<file path="src/boot.hex">
// Boot image, one 16-bit hex word per line, word addresses 0 to 15
a000
b101
c202
d303
e404
f505
0606
1707
2808
3909
4a0a
5b0b
6c0c
7d0d
8e0e
9f0f

</file>
<file path="src/verilog/sdr_pkg.sv">
package sdr_pkg;

   // SDR device geometry
   localparam int ROW_BITS = 12;
   localparam int BA_BITS = 2;
   localparam int COL_BITS = 9;
   localparam int ADDR_BITS = ROW_BITS + BA_BITS + COL_BITS;

   // One SDR word is two bus bytes
   localparam int DATA_BITS = 16;
   localparam int DATA_BYTES_LOG2 = 1;

   // Fixed burst length in beats
   localparam int BURST_WORDS = 4;

   // Row in the upper bits, column in the lowest
   typedef struct packed {
      logic [ROW_BITS-1:0] row;
      logic [BA_BITS-1:0]  bank;
      logic [COL_BITS-1:0] col;
   } sdr_addr_fields_t;

   // Arbiter writes the flat view, controller reads the fields
   typedef union packed {
      logic [ADDR_BITS-1:0] flat;
      sdr_addr_fields_t     f;
   } sdr_addr_u;

endpackage

</file>
<file path="src/verilog/bus_pkg.sv">
package bus_pkg;

   // Bus widths, data width equals the SDR word
   localparam int AW = 32;
   localparam int DW = 16;
   localparam int LEN_BITS = 4;

   // I-bus request, len is beats minus one
   typedef struct packed {
      logic [AW-1:0]       addr;
      logic                sel_bootrom;
      logic [LEN_BITS-1:0] len;
   } ibus_req_t;

   // D-bus request
   // Any set mask bit turns the burst into a full write
   typedef struct packed {
      logic [AW-1:0]       addr;
      logic [DW/8-1:0]     wmsk;
      logic [LEN_BITS-1:0] len;
   } dbus_req_t;

endpackage

</file>
<file path="src/verilog/bootrom.sv">
module bootrom
#(
   parameter int ROM_WORDS_LOG2 = 4
)
(
   input  logic                   sdr_clk,
   input  logic                   rom_en,
   input  logic [bus_pkg::AW-1:0] rom_addr,
   output logic [bus_pkg::DW-1:0] rom_dout
);

   logic [bus_pkg::DW-1:0] mem [0:(1<<ROM_WORDS_LOG2)-1];

   // Boot image
   initial
   begin
      $readmemh("/design/src/boot.hex", mem);
   end

   // Low address bits only, so reads wrap around the image
   always_ff @(posedge sdr_clk)
   begin
      if (rom_en)
         rom_dout <= mem[rom_addr[ROM_WORDS_LOG2-1:0]];
   end

endmodule

</file>
<file path="src/verilog/sdr_burst_ctrl.sv">
module sdr_burst_ctrl
#(
   parameter int READ_LATENCY = 2,
   parameter int MEM_WORDS_LOG2 = 6
)
(
   input  logic                           sdr_clk,
   input  logic                           sdr_rst_n,
   input  logic                           sdr_we_req,
   output logic                           sdr_we_ack,
   input  logic                           sdr_rd_req,
   output logic                           sdr_rd_ack,
   input  sdr_pkg::sdr_addr_u             sdr_cmd,
   input  logic [sdr_pkg::DATA_BITS-1:0]  sdr_din,
   output logic [sdr_pkg::DATA_BITS-1:0]  sdr_dout,
   output logic                           sdr_r_vld,
   output logic                           sdr_w_rdy
);

   localparam logic [1:0] S_IDLE = 2'd0;
   localparam logic [1:0] S_WAIT = 2'd1;
   localparam logic [1:0] S_BEAT = 2'd2;

   localparam int LAT_W = $clog2(READ_LATENCY + 1);
   localparam int BEAT_W = $clog2(sdr_pkg::BURST_WORDS);
   localparam int IDX_COL_BITS = MEM_WORDS_LOG2 - sdr_pkg::BA_BITS;
   localparam logic [LAT_W-1:0] RD_WAIT = LAT_W'(READ_LATENCY - 1);
   localparam logic [BEAT_W-1:0] LAST_BEAT = BEAT_W'(sdr_pkg::BURST_WORDS - 1);

   logic [1:0]                      state_r;
   logic                            is_wr_r;
   logic [LAT_W-1:0]                lat_cnt_r;
   logic [BEAT_W-1:0]               beat_cnt_r;
   sdr_pkg::sdr_addr_u              cmd_r;
   logic [MEM_WORDS_LOG2-1:0]       mem_idx;
   logic [sdr_pkg::DATA_BITS-1:0]   mem [0:(1<<MEM_WORDS_LOG2)-1];

   // Bank and low column bits select the word
   assign mem_idx = {cmd_r.f.bank, cmd_r.f.col[IDX_COL_BITS-1:0]};
   assign sdr_dout = mem[mem_idx];

   always_ff @(posedge sdr_clk or negedge sdr_rst_n)
   begin
      if (!sdr_rst_n)
      begin
         state_r <= S_IDLE;
         is_wr_r <= 1'b0;
         lat_cnt_r <= '0;
         beat_cnt_r <= '0;
         sdr_we_ack <= 1'b0;
         sdr_rd_ack <= 1'b0;
         sdr_w_rdy <= 1'b0;
         sdr_r_vld <= 1'b0;
      end
      else
      begin
         case (state_r)
            S_IDLE:
               if (sdr_we_req)
               begin
                  sdr_we_ack <= 1'b1;
                  is_wr_r <= 1'b1;
                  lat_cnt_r <= '0;
                  state_r <= S_WAIT;
               end
               else if (sdr_rd_req)
               begin
                  sdr_rd_ack <= 1'b1;
                  is_wr_r <= 1'b0;
                  lat_cnt_r <= RD_WAIT;
                  state_r <= S_WAIT;
               end
            S_WAIT:
               if (lat_cnt_r == '0)
               begin
                  sdr_w_rdy <= is_wr_r;
                  sdr_r_vld <= ~is_wr_r;
                  beat_cnt_r <= LAST_BEAT;
                  state_r <= S_BEAT;
               end
               else
                  lat_cnt_r <= lat_cnt_r - 1'b1;
            S_BEAT:
               if (beat_cnt_r == '0)
               begin
                  // Ack drops right after the last beat
                  sdr_w_rdy <= 1'b0;
                  sdr_r_vld <= 1'b0;
                  sdr_we_ack <= 1'b0;
                  sdr_rd_ack <= 1'b0;
                  state_r <= S_IDLE;
               end
               else
                  beat_cnt_r <= beat_cnt_r - 1'b1;
            default:
               state_r <= S_IDLE;
         endcase
      end
   end

   // Latch the command, then step the column once per beat
   always_ff @(posedge sdr_clk)
   begin
      if (state_r == S_IDLE && (sdr_we_req || sdr_rd_req))
         cmd_r <= sdr_cmd;
      else if (state_r == S_BEAT)
         cmd_r.f.col <= cmd_r.f.col + 1'b1;
   end

   always_ff @(posedge sdr_clk)
   begin
      if (state_r == S_BEAT && sdr_w_rdy)
         mem[mem_idx] <= sdr_din;
   end

   // Arbiter never asks for both burst types at once
   a_one_req: assert property (@(posedge sdr_clk) disable iff (!sdr_rst_n)
      !(sdr_we_req && sdr_rd_req));

endmodule

</file>
<file path="src/verilog/dram_arbiter.sv">
module dram_arbiter
#(
   parameter int BYTES_PER_BEAT = 2
)
(
   input  logic                           sdr_clk,
   input  logic                           sdr_rst_n,
   // I-bus
   input  logic                           ibus_avalid,
   input  bus_pkg::ibus_req_t             ibus_req,
   output logic                           ibus_aready,
   input  logic                           ibus_bready,
   output logic                           ibus_bvalid,
   output logic [bus_pkg::DW-1:0]         ibus_bdata,
   // D-bus
   input  logic                           dbus_avalid,
   input  bus_pkg::dbus_req_t             dbus_req,
   output logic                           dbus_aready,
   input  logic [bus_pkg::DW-1:0]         dbus_wdata,
   input  logic                           dbus_bready,
   output logic                           dbus_bvalid,
   output logic [bus_pkg::DW-1:0]         dbus_bdata,
   output logic                           dbus_bwe,
   // SDR controller
   output logic                           sdr_we_req,
   input  logic                           sdr_we_ack,
   output logic                           sdr_rd_req,
   input  logic                           sdr_rd_ack,
   output sdr_pkg::sdr_addr_u             sdr_cmd,
   output logic [sdr_pkg::DATA_BITS-1:0]  sdr_din,
   input  logic [sdr_pkg::DATA_BITS-1:0]  sdr_dout,
   input  logic                           sdr_r_vld,
   input  logic                           sdr_w_rdy,
   // Boot ROM, word addressed
   output logic                           rom_en,
   output logic [bus_pkg::AW-1:0]         rom_addr,
   input  logic [bus_pkg::DW-1:0]         rom_dout
);

   localparam logic [2:0] S_IDLE        = 3'b000;
   localparam logic [2:0] S_D_START     = 3'b001;
   localparam logic [2:0] S_D_W_PENDING = 3'b010;
   localparam logic [2:0] S_D_R_PENDING = 3'b011;
   localparam logic [2:0] S_I_START     = 3'b111;
   localparam logic [2:0] S_I_R_PENDING = 3'b110;
   localparam logic [2:0] S_ROM_START   = 3'b100;
   localparam logic [2:0] S_ROM_PENDING = 3'b101;

   localparam int BEAT_SHIFT = $clog2(BYTES_PER_BEAT);
   localparam logic [bus_pkg::LEN_BITS-1:0] SDR_LEN =
      bus_pkg::LEN_BITS'(sdr_pkg::BURST_WORDS - 1);

   logic [2:0]                     state_r;
   logic [bus_pkg::LEN_BITS-1:0]   rom_cnt_r;
   logic                           sdr_start;
   logic [bus_pkg::LEN_BITS-1:0]   sdr_len;

   // D-bus has fixed priority over the I-bus
   assign dbus_aready = (state_r == S_IDLE);
   assign ibus_aready = (state_r == S_IDLE) & ~dbus_avalid;

   assign dbus_bvalid = ((state_r == S_D_W_PENDING) & sdr_w_rdy) |
                        ((state_r == S_D_R_PENDING) & sdr_r_vld);
   assign dbus_bwe = (state_r == S_D_W_PENDING) & sdr_w_rdy;
   assign dbus_bdata = sdr_dout;
   assign sdr_din = dbus_wdata;

   // ROM beats run back to back, SDR beats follow r_vld
   assign ibus_bvalid = ((state_r == S_I_R_PENDING) & sdr_r_vld) |
                        (state_r == S_ROM_PENDING);
   assign ibus_bdata = (state_r == S_ROM_PENDING) ? rom_dout : sdr_dout;

   always_ff @(posedge sdr_clk or negedge sdr_rst_n)
   begin
      if (!sdr_rst_n)
      begin
         state_r <= S_IDLE;
         sdr_we_req <= 1'b0;
         sdr_rd_req <= 1'b0;
         rom_en <= 1'b0;
         rom_cnt_r <= '0;
      end
      else
      begin
         case (state_r)
            S_IDLE:
               if (dbus_avalid)
               begin
                  sdr_we_req <= |dbus_req.wmsk;
                  sdr_rd_req <= ~|dbus_req.wmsk;
                  state_r <= S_D_START;
               end
               else if (ibus_avalid && ibus_req.sel_bootrom)
               begin
                  rom_en <= 1'b1;
                  rom_cnt_r <= ibus_req.len;
                  state_r <= S_ROM_START;
               end
               else if (ibus_avalid)
               begin
                  sdr_rd_req <= 1'b1;
                  state_r <= S_I_START;
               end
            S_D_START:
            begin
               if (sdr_we_req && sdr_we_ack)
               begin
                  sdr_we_req <= 1'b0;
                  state_r <= S_D_W_PENDING;
               end
               if (sdr_rd_req && sdr_rd_ack)
               begin
                  sdr_rd_req <= 1'b0;
                  state_r <= S_D_R_PENDING;
               end
            end
            S_D_W_PENDING:
               if (!sdr_we_ack)
                  state_r <= S_IDLE;
            S_D_R_PENDING, S_I_R_PENDING:
               if (!sdr_rd_ack)
                  state_r <= S_IDLE;
            S_I_START:
               if (sdr_rd_ack)
               begin
                  sdr_rd_req <= 1'b0;
                  state_r <= S_I_R_PENDING;
               end
            S_ROM_START:
               state_r <= S_ROM_PENDING;
            S_ROM_PENDING:
               if (|rom_cnt_r)
                  rom_cnt_r <= rom_cnt_r - 1'b1;
               else
               begin
                  rom_en <= 1'b0;
                  state_r <= S_IDLE;
               end
            default:
               state_r <= S_IDLE;
         endcase
      end
   end

   // Command address and ROM word pointer
   always_ff @(posedge sdr_clk)
   begin
      if (state_r == S_IDLE)
      begin
         if (dbus_avalid)
            sdr_cmd.flat <= dbus_req.addr[sdr_pkg::DATA_BYTES_LOG2 +: sdr_pkg::ADDR_BITS];
         else
            sdr_cmd.flat <= ibus_req.addr[sdr_pkg::DATA_BYTES_LOG2 +: sdr_pkg::ADDR_BITS];
         rom_addr <= ibus_req.addr >> BEAT_SHIFT;
      end
      else if (state_r == S_ROM_START || (state_r == S_ROM_PENDING && |rom_cnt_r))
         rom_addr <= rom_addr + 1'b1;
   end

   // An SDR burst is accepted from the idle state
   assign sdr_start = (state_r == S_IDLE) &
                      (dbus_avalid | (ibus_avalid & ~ibus_req.sel_bootrom));
   assign sdr_len = dbus_avalid ? dbus_req.len : ibus_req.len;

   // Controller answers with the ack type that was requested
   a_ack_type: assert property (@(posedge sdr_clk) disable iff (!sdr_rst_n)
      !((sdr_we_req && sdr_rd_ack) || (sdr_rd_req && sdr_we_ack)));

   // No response stall while a beat is on the bus
   a_no_bstall: assert property (@(posedge sdr_clk) disable iff (!sdr_rst_n)
      !(ibus_bvalid && !ibus_bready) && !(dbus_bvalid && !dbus_bready));

   // Cache line must match the fixed SDR burst
   a_sdr_len: assert property (@(posedge sdr_clk) disable iff (!sdr_rst_n)
      sdr_start |-> (sdr_len == SDR_LEN));

endmodule

</file>
<file path="src/verilog/dram_subsystem.sv">
module dram_subsystem
#(
   parameter int READ_LATENCY = 2,
   parameter int MEM_WORDS_LOG2 = 6,
   parameter int ROM_WORDS_LOG2 = 4
)
(
   input  logic                   sdr_clk,
   input  logic                   sdr_rst_n,
   // I-bus
   input  logic                   ibus_avalid,
   input  bus_pkg::ibus_req_t     ibus_req,
   output logic                   ibus_aready,
   input  logic                   ibus_bready,
   output logic                   ibus_bvalid,
   output logic [bus_pkg::DW-1:0] ibus_bdata,
   // D-bus
   input  logic                   dbus_avalid,
   input  bus_pkg::dbus_req_t     dbus_req,
   output logic                   dbus_aready,
   input  logic [bus_pkg::DW-1:0] dbus_wdata,
   input  logic                   dbus_bready,
   output logic                   dbus_bvalid,
   output logic [bus_pkg::DW-1:0] dbus_bdata,
   output logic                   dbus_bwe
);

   logic                          sdr_we_req;
   logic                          sdr_we_ack;
   logic                          sdr_rd_req;
   logic                          sdr_rd_ack;
   sdr_pkg::sdr_addr_u            sdr_cmd;
   logic [sdr_pkg::DATA_BITS-1:0] sdr_din;
   logic [sdr_pkg::DATA_BITS-1:0] sdr_dout;
   logic                          sdr_r_vld;
   logic                          sdr_w_rdy;
   logic                          rom_en;
   logic [bus_pkg::AW-1:0]        rom_addr;
   logic [bus_pkg::DW-1:0]        rom_dout;

   dram_arbiter #(
      .BYTES_PER_BEAT (bus_pkg::DW / 8)
   ) u_arbiter (
      .sdr_clk     (sdr_clk),
      .sdr_rst_n   (sdr_rst_n),
      .ibus_avalid (ibus_avalid),
      .ibus_req    (ibus_req),
      .ibus_aready (ibus_aready),
      .ibus_bready (ibus_bready),
      .ibus_bvalid (ibus_bvalid),
      .ibus_bdata  (ibus_bdata),
      .dbus_avalid (dbus_avalid),
      .dbus_req    (dbus_req),
      .dbus_aready (dbus_aready),
      .dbus_wdata  (dbus_wdata),
      .dbus_bready (dbus_bready),
      .dbus_bvalid (dbus_bvalid),
      .dbus_bdata  (dbus_bdata),
      .dbus_bwe    (dbus_bwe),
      .sdr_we_req  (sdr_we_req),
      .sdr_we_ack  (sdr_we_ack),
      .sdr_rd_req  (sdr_rd_req),
      .sdr_rd_ack  (sdr_rd_ack),
      .sdr_cmd     (sdr_cmd),
      .sdr_din     (sdr_din),
      .sdr_dout    (sdr_dout),
      .sdr_r_vld   (sdr_r_vld),
      .sdr_w_rdy   (sdr_w_rdy),
      .rom_en      (rom_en),
      .rom_addr    (rom_addr),
      .rom_dout    (rom_dout)
   );

   bootrom #(
      .ROM_WORDS_LOG2 (ROM_WORDS_LOG2)
   ) u_bootrom (
      .sdr_clk  (sdr_clk),
      .rom_en   (rom_en),
      .rom_addr (rom_addr),
      .rom_dout (rom_dout)
   );

   sdr_burst_ctrl #(
      .READ_LATENCY   (READ_LATENCY),
      .MEM_WORDS_LOG2 (MEM_WORDS_LOG2)
   ) u_sdr_ctrl (
      .sdr_clk    (sdr_clk),
      .sdr_rst_n  (sdr_rst_n),
      .sdr_we_req (sdr_we_req),
      .sdr_we_ack (sdr_we_ack),
      .sdr_rd_req (sdr_rd_req),
      .sdr_rd_ack (sdr_rd_ack),
      .sdr_cmd    (sdr_cmd),
      .sdr_din    (sdr_din),
      .sdr_dout   (sdr_dout),
      .sdr_r_vld  (sdr_r_vld),
      .sdr_w_rdy  (sdr_w_rdy)
   );

endmodule

</file>
<file path="config.mk">
export PLATFORM = sky130hd
export DESIGN_NAME = dram_subsystem
export DESIGN_NICKNAME = d
export VERILOG_FILES = /design/src/verilog/sdr_pkg.sv /design/src/verilog/bus_pkg.sv /design/src/verilog/bootrom.sv /design/src/verilog/sdr_burst_ctrl.sv /design/src/verilog/dram_arbiter.sv /design/src/verilog/dram_subsystem.sv
export SDC_FILE = /design/constraint.sdc
export NUM_CORES = 1
export LEC_CHECK = 0
export ABC_CLOCK_PERIOD_IN_PS = 7200
export BUFFER_PORTS_ARGS = -buffer_cell sky130_fd_sc_hd__buf_2
export CAP_MARGIN = 20
export CORE_UTILIZATION = 40
export CTS_CLUSTER_SIZE = 40
export DETAILED_ROUTE_END_ITERATION = 7
export GPL_TIMING_DRIVEN = 0
export PLACE_DENSITY = 0.54
export RECOVER_POWER = 25
export SYNTH_ARGS = -nofsm -noshare
export SYNTH_HDL_FRONTEND = slang
export SYNTH_HIERARCHICAL = 1
export SYNTH_SLANG_ARGS = --single-unit
export TNS_END_PERCENT = 20
</file>
<file path="constraint.sdc">
create_clock -name sdr_clk -period 7.2 [get_ports sdr_clk]
set_clock_uncertainty 0.2 [all_clocks]
set_input_delay 1.44 -clock sdr_clk [delete_from_list [all_inputs] [get_ports sdr_clk]]
set_output_delay 1.44 -clock sdr_clk [all_outputs]
set_load 0.1 [all_outputs]
</file>
==> results by group <==
Run status
  – Status: complete, but fails checks
  – Failing checks: max-capacitance violations, max-slew violations, negative setup slack

GRT
  – Antenna violations before repair: 7
  – Grt total ovfl: 0
  – Largest net degree at the start of global routing: 65
  – Vias in the first global route: 26,381
  – Global-route wire length before repair: 236,000 um
  – GRT Total Usage: 0.334

Clock network
  – Num CTS Buffers: 111
  – Clk slew on worst S/H paths: 0.06 ns
  – Clock Latency Late Sink: 0.69 ns
  – Root Buffer: clkbuf_16
  – TritonCTS clock tree: done
  – H-tree levels: 3
  – Largest buffer count on any clock path: 3
  – Clock Sinks: 1,056

Layout
  – Layout cell share with drive strength beyond 1: 0.202
  – Most frequent cells in the layout: edfxtp_1 (1,036), a221oi_1 (160), a22oi_1 (142), buf_2 (131), clkbuf_16 (112)
  – Fin cells: 4,257
  – Final Cell Area: 49,100 um2
  – Leading cell type in the layout, fill and taps excluded: edfxtp_1
  – Number of nets in the layout: 2,885
  – Area grow syn2layout: 17.5%
  – Fillers: 8,829

Place
  – Routability cong.: 0.980
  – Post-DP HPWL: 118,000 um
  – I/O Buffers: 59
  – Placed Cells: 4,050
  – Placed Area: 45,600 um2

Min path
  – Hold WC Path Type: flip-flop to flip-flop

Pwr
  – Power Dens Cells: 472 nW/um2
  – Maximum vdd drop: 1.05 mV
  – Leakage: 0.0158 uW

Timing
  – Final Setup Violations: 2
  – FMAX: 139 MHz
  – Final period util: 1.00
  – Final Worst Setup Slack: -0.0151 ns
  – Fin. max-slew vios: 847
  – Final hold slack: 0.223 ns
  – Final Hold Vio Count: 0
  – RSZ-0062 raised after global routing: false
  – Tmin final: 7.22 ns
  – Slew Limit Headroom: -1.25
  – Pin slew with the least headroom to its limit: 3.38 ns

Routing
  – Drt first pass iters: 6
  – Vias per inst: 6.64
  – Vias post-DR: 28,252
  – Post-route ant nets: 0
  – Drt wl/cell: 42.1 um
  – # DRC: 0
  – Total wire length: 179,000 um
  – Initial drt markers: 4,797

Floorplanning
  – Width of the die: 325 um
  – Site Rows: 118
  – Core area: 103,000 um2
  – Die Y-Extent: 325 um
  – Die area: 106,000 um2
  – Ports: 134
  – Starting Density: 0.404

Synthesis
  – Post-synth design cell area: 41,800 um2
  – YS warnings: 6
  – Mapped Cells: 2,532
  – Avg Synthesized Cell Area: 16.5 um2

Critical path
  – Kind of critical path: flip-flop to output pin
  – Crit. End Element: output pin
  – Type of origin of the critical path: flip-flop
  – Critical Path RT: 5.56 ns
  – CP max FO: 10
  – Worst EP arrival: 5.58 ns

Run
  – Max_cap viols: 13
==> metal layers <==
layer  global-route usage  routed length [um]  up-vias
li1                     -                   -    10771
met1                0.447               66300    14721
met2                0.490               76700     2244
met3               0.0861               22900      508
met4                0.202               13000        8
met5              0.00906                 184        -
==> critical path, cell delays in order (launching register included) <==
cell      delay [ns]
edfxtp_1        0.72
buf_6           0.26
buf_4           0.43
inv_2           0.38
nand2_1         0.92
o221ai_1        0.45
a22o_1          0.39
or4_1           0.73
buf_4           0.26
buf_2           0.28
==> path summary, 6_finish.rpt <==
check                                          start               endpoint  slack [ns]  depth (start not counted)
worst max-delay path             u_sdr_ctrl/cmd_r[0]         dbus_bdata[10]       -0.02                          9
worst min-delay path            u_arbiter/sdr_cmd[9]    u_sdr_ctrl/cmd_r[9]        0.22                          0
worst max register to register   u_sdr_ctrl/cmd_r[2]  u_sdr_ctrl/mem[14][1]        2.10                          9
worst min register to register  u_arbiter/sdr_cmd[9]    u_sdr_ctrl/cmd_r[9]        0.22                          0
max in group asynchronous                  sdr_rst_n   u_sdr_ctrl/sdr_r_vld        5.37                          1
min in group asynchronous                  sdr_rst_n   u_arbiter/state_r[0]        0.75                          1
==> registers in the layout, indices dropped and copies added, names as in the netlist, 2 cells and up <==
signal / count
u_sdr_ctrl/mem: 1024
u_arbiter/rom_cnt_r: 4
u_arbiter/sdr_cmd: 6
u_sdr_ctrl/cmd_r: 6
u_arbiter/state_r: 3
u_sdr_ctrl/beat_cnt_r: 2
u_sdr_ctrl/lat_cnt_r: 2
u_sdr_ctrl/state_r: 2
==> metrics by stage <==
stage	total power [uW]	utilization	setup WS, ns	setup TNS, ns
floorplan	13000	-	1.19	0
global placement	17000	0.424	-0.488	-0.950
detailed placement	17200	0.441	0.337	0
CTS	22800	0.474	0.0622	0
global route	23400	0.474	0.0836	0
finish	23100	0.474	-0.0151	-0.0266
==> power by group <==
part           internal, uW  switching, uW  total, uW
Sequential             6890            118       7010
Clock                  3230           2390       5620
Combinational          2420           8100      10500
Total                 12500          10600      23100
==> layout make-up <==
class | count | area, um2 | share of cell area
diodes | 4 | 10.0 | 0.000204
plain buffers | 240 | 1340 | 0.0273
clock buffers | 137 | 2900 | 0.0590
clock inverters | 65 | 604 | 0.0123
inverters | 20 | 75.1 | 0.00153
multi-input cells | 1231 | 9200 | 0.187
flip-flops and latches | 1056 | 31600 | 0.644
well taps | 1380 | 1730 | 0.0352
repair buffers | 124 | 1610 | 0.0329
==> what timing repair did <==
action,CTS,global route
setup endpoints to repair,2,1
setup buffers,0,0
hold buffers,0,0
resized for setup,1,3
hold endpoints to repair,0,0
Note: power is estimated with default switching activity, not from simulation.
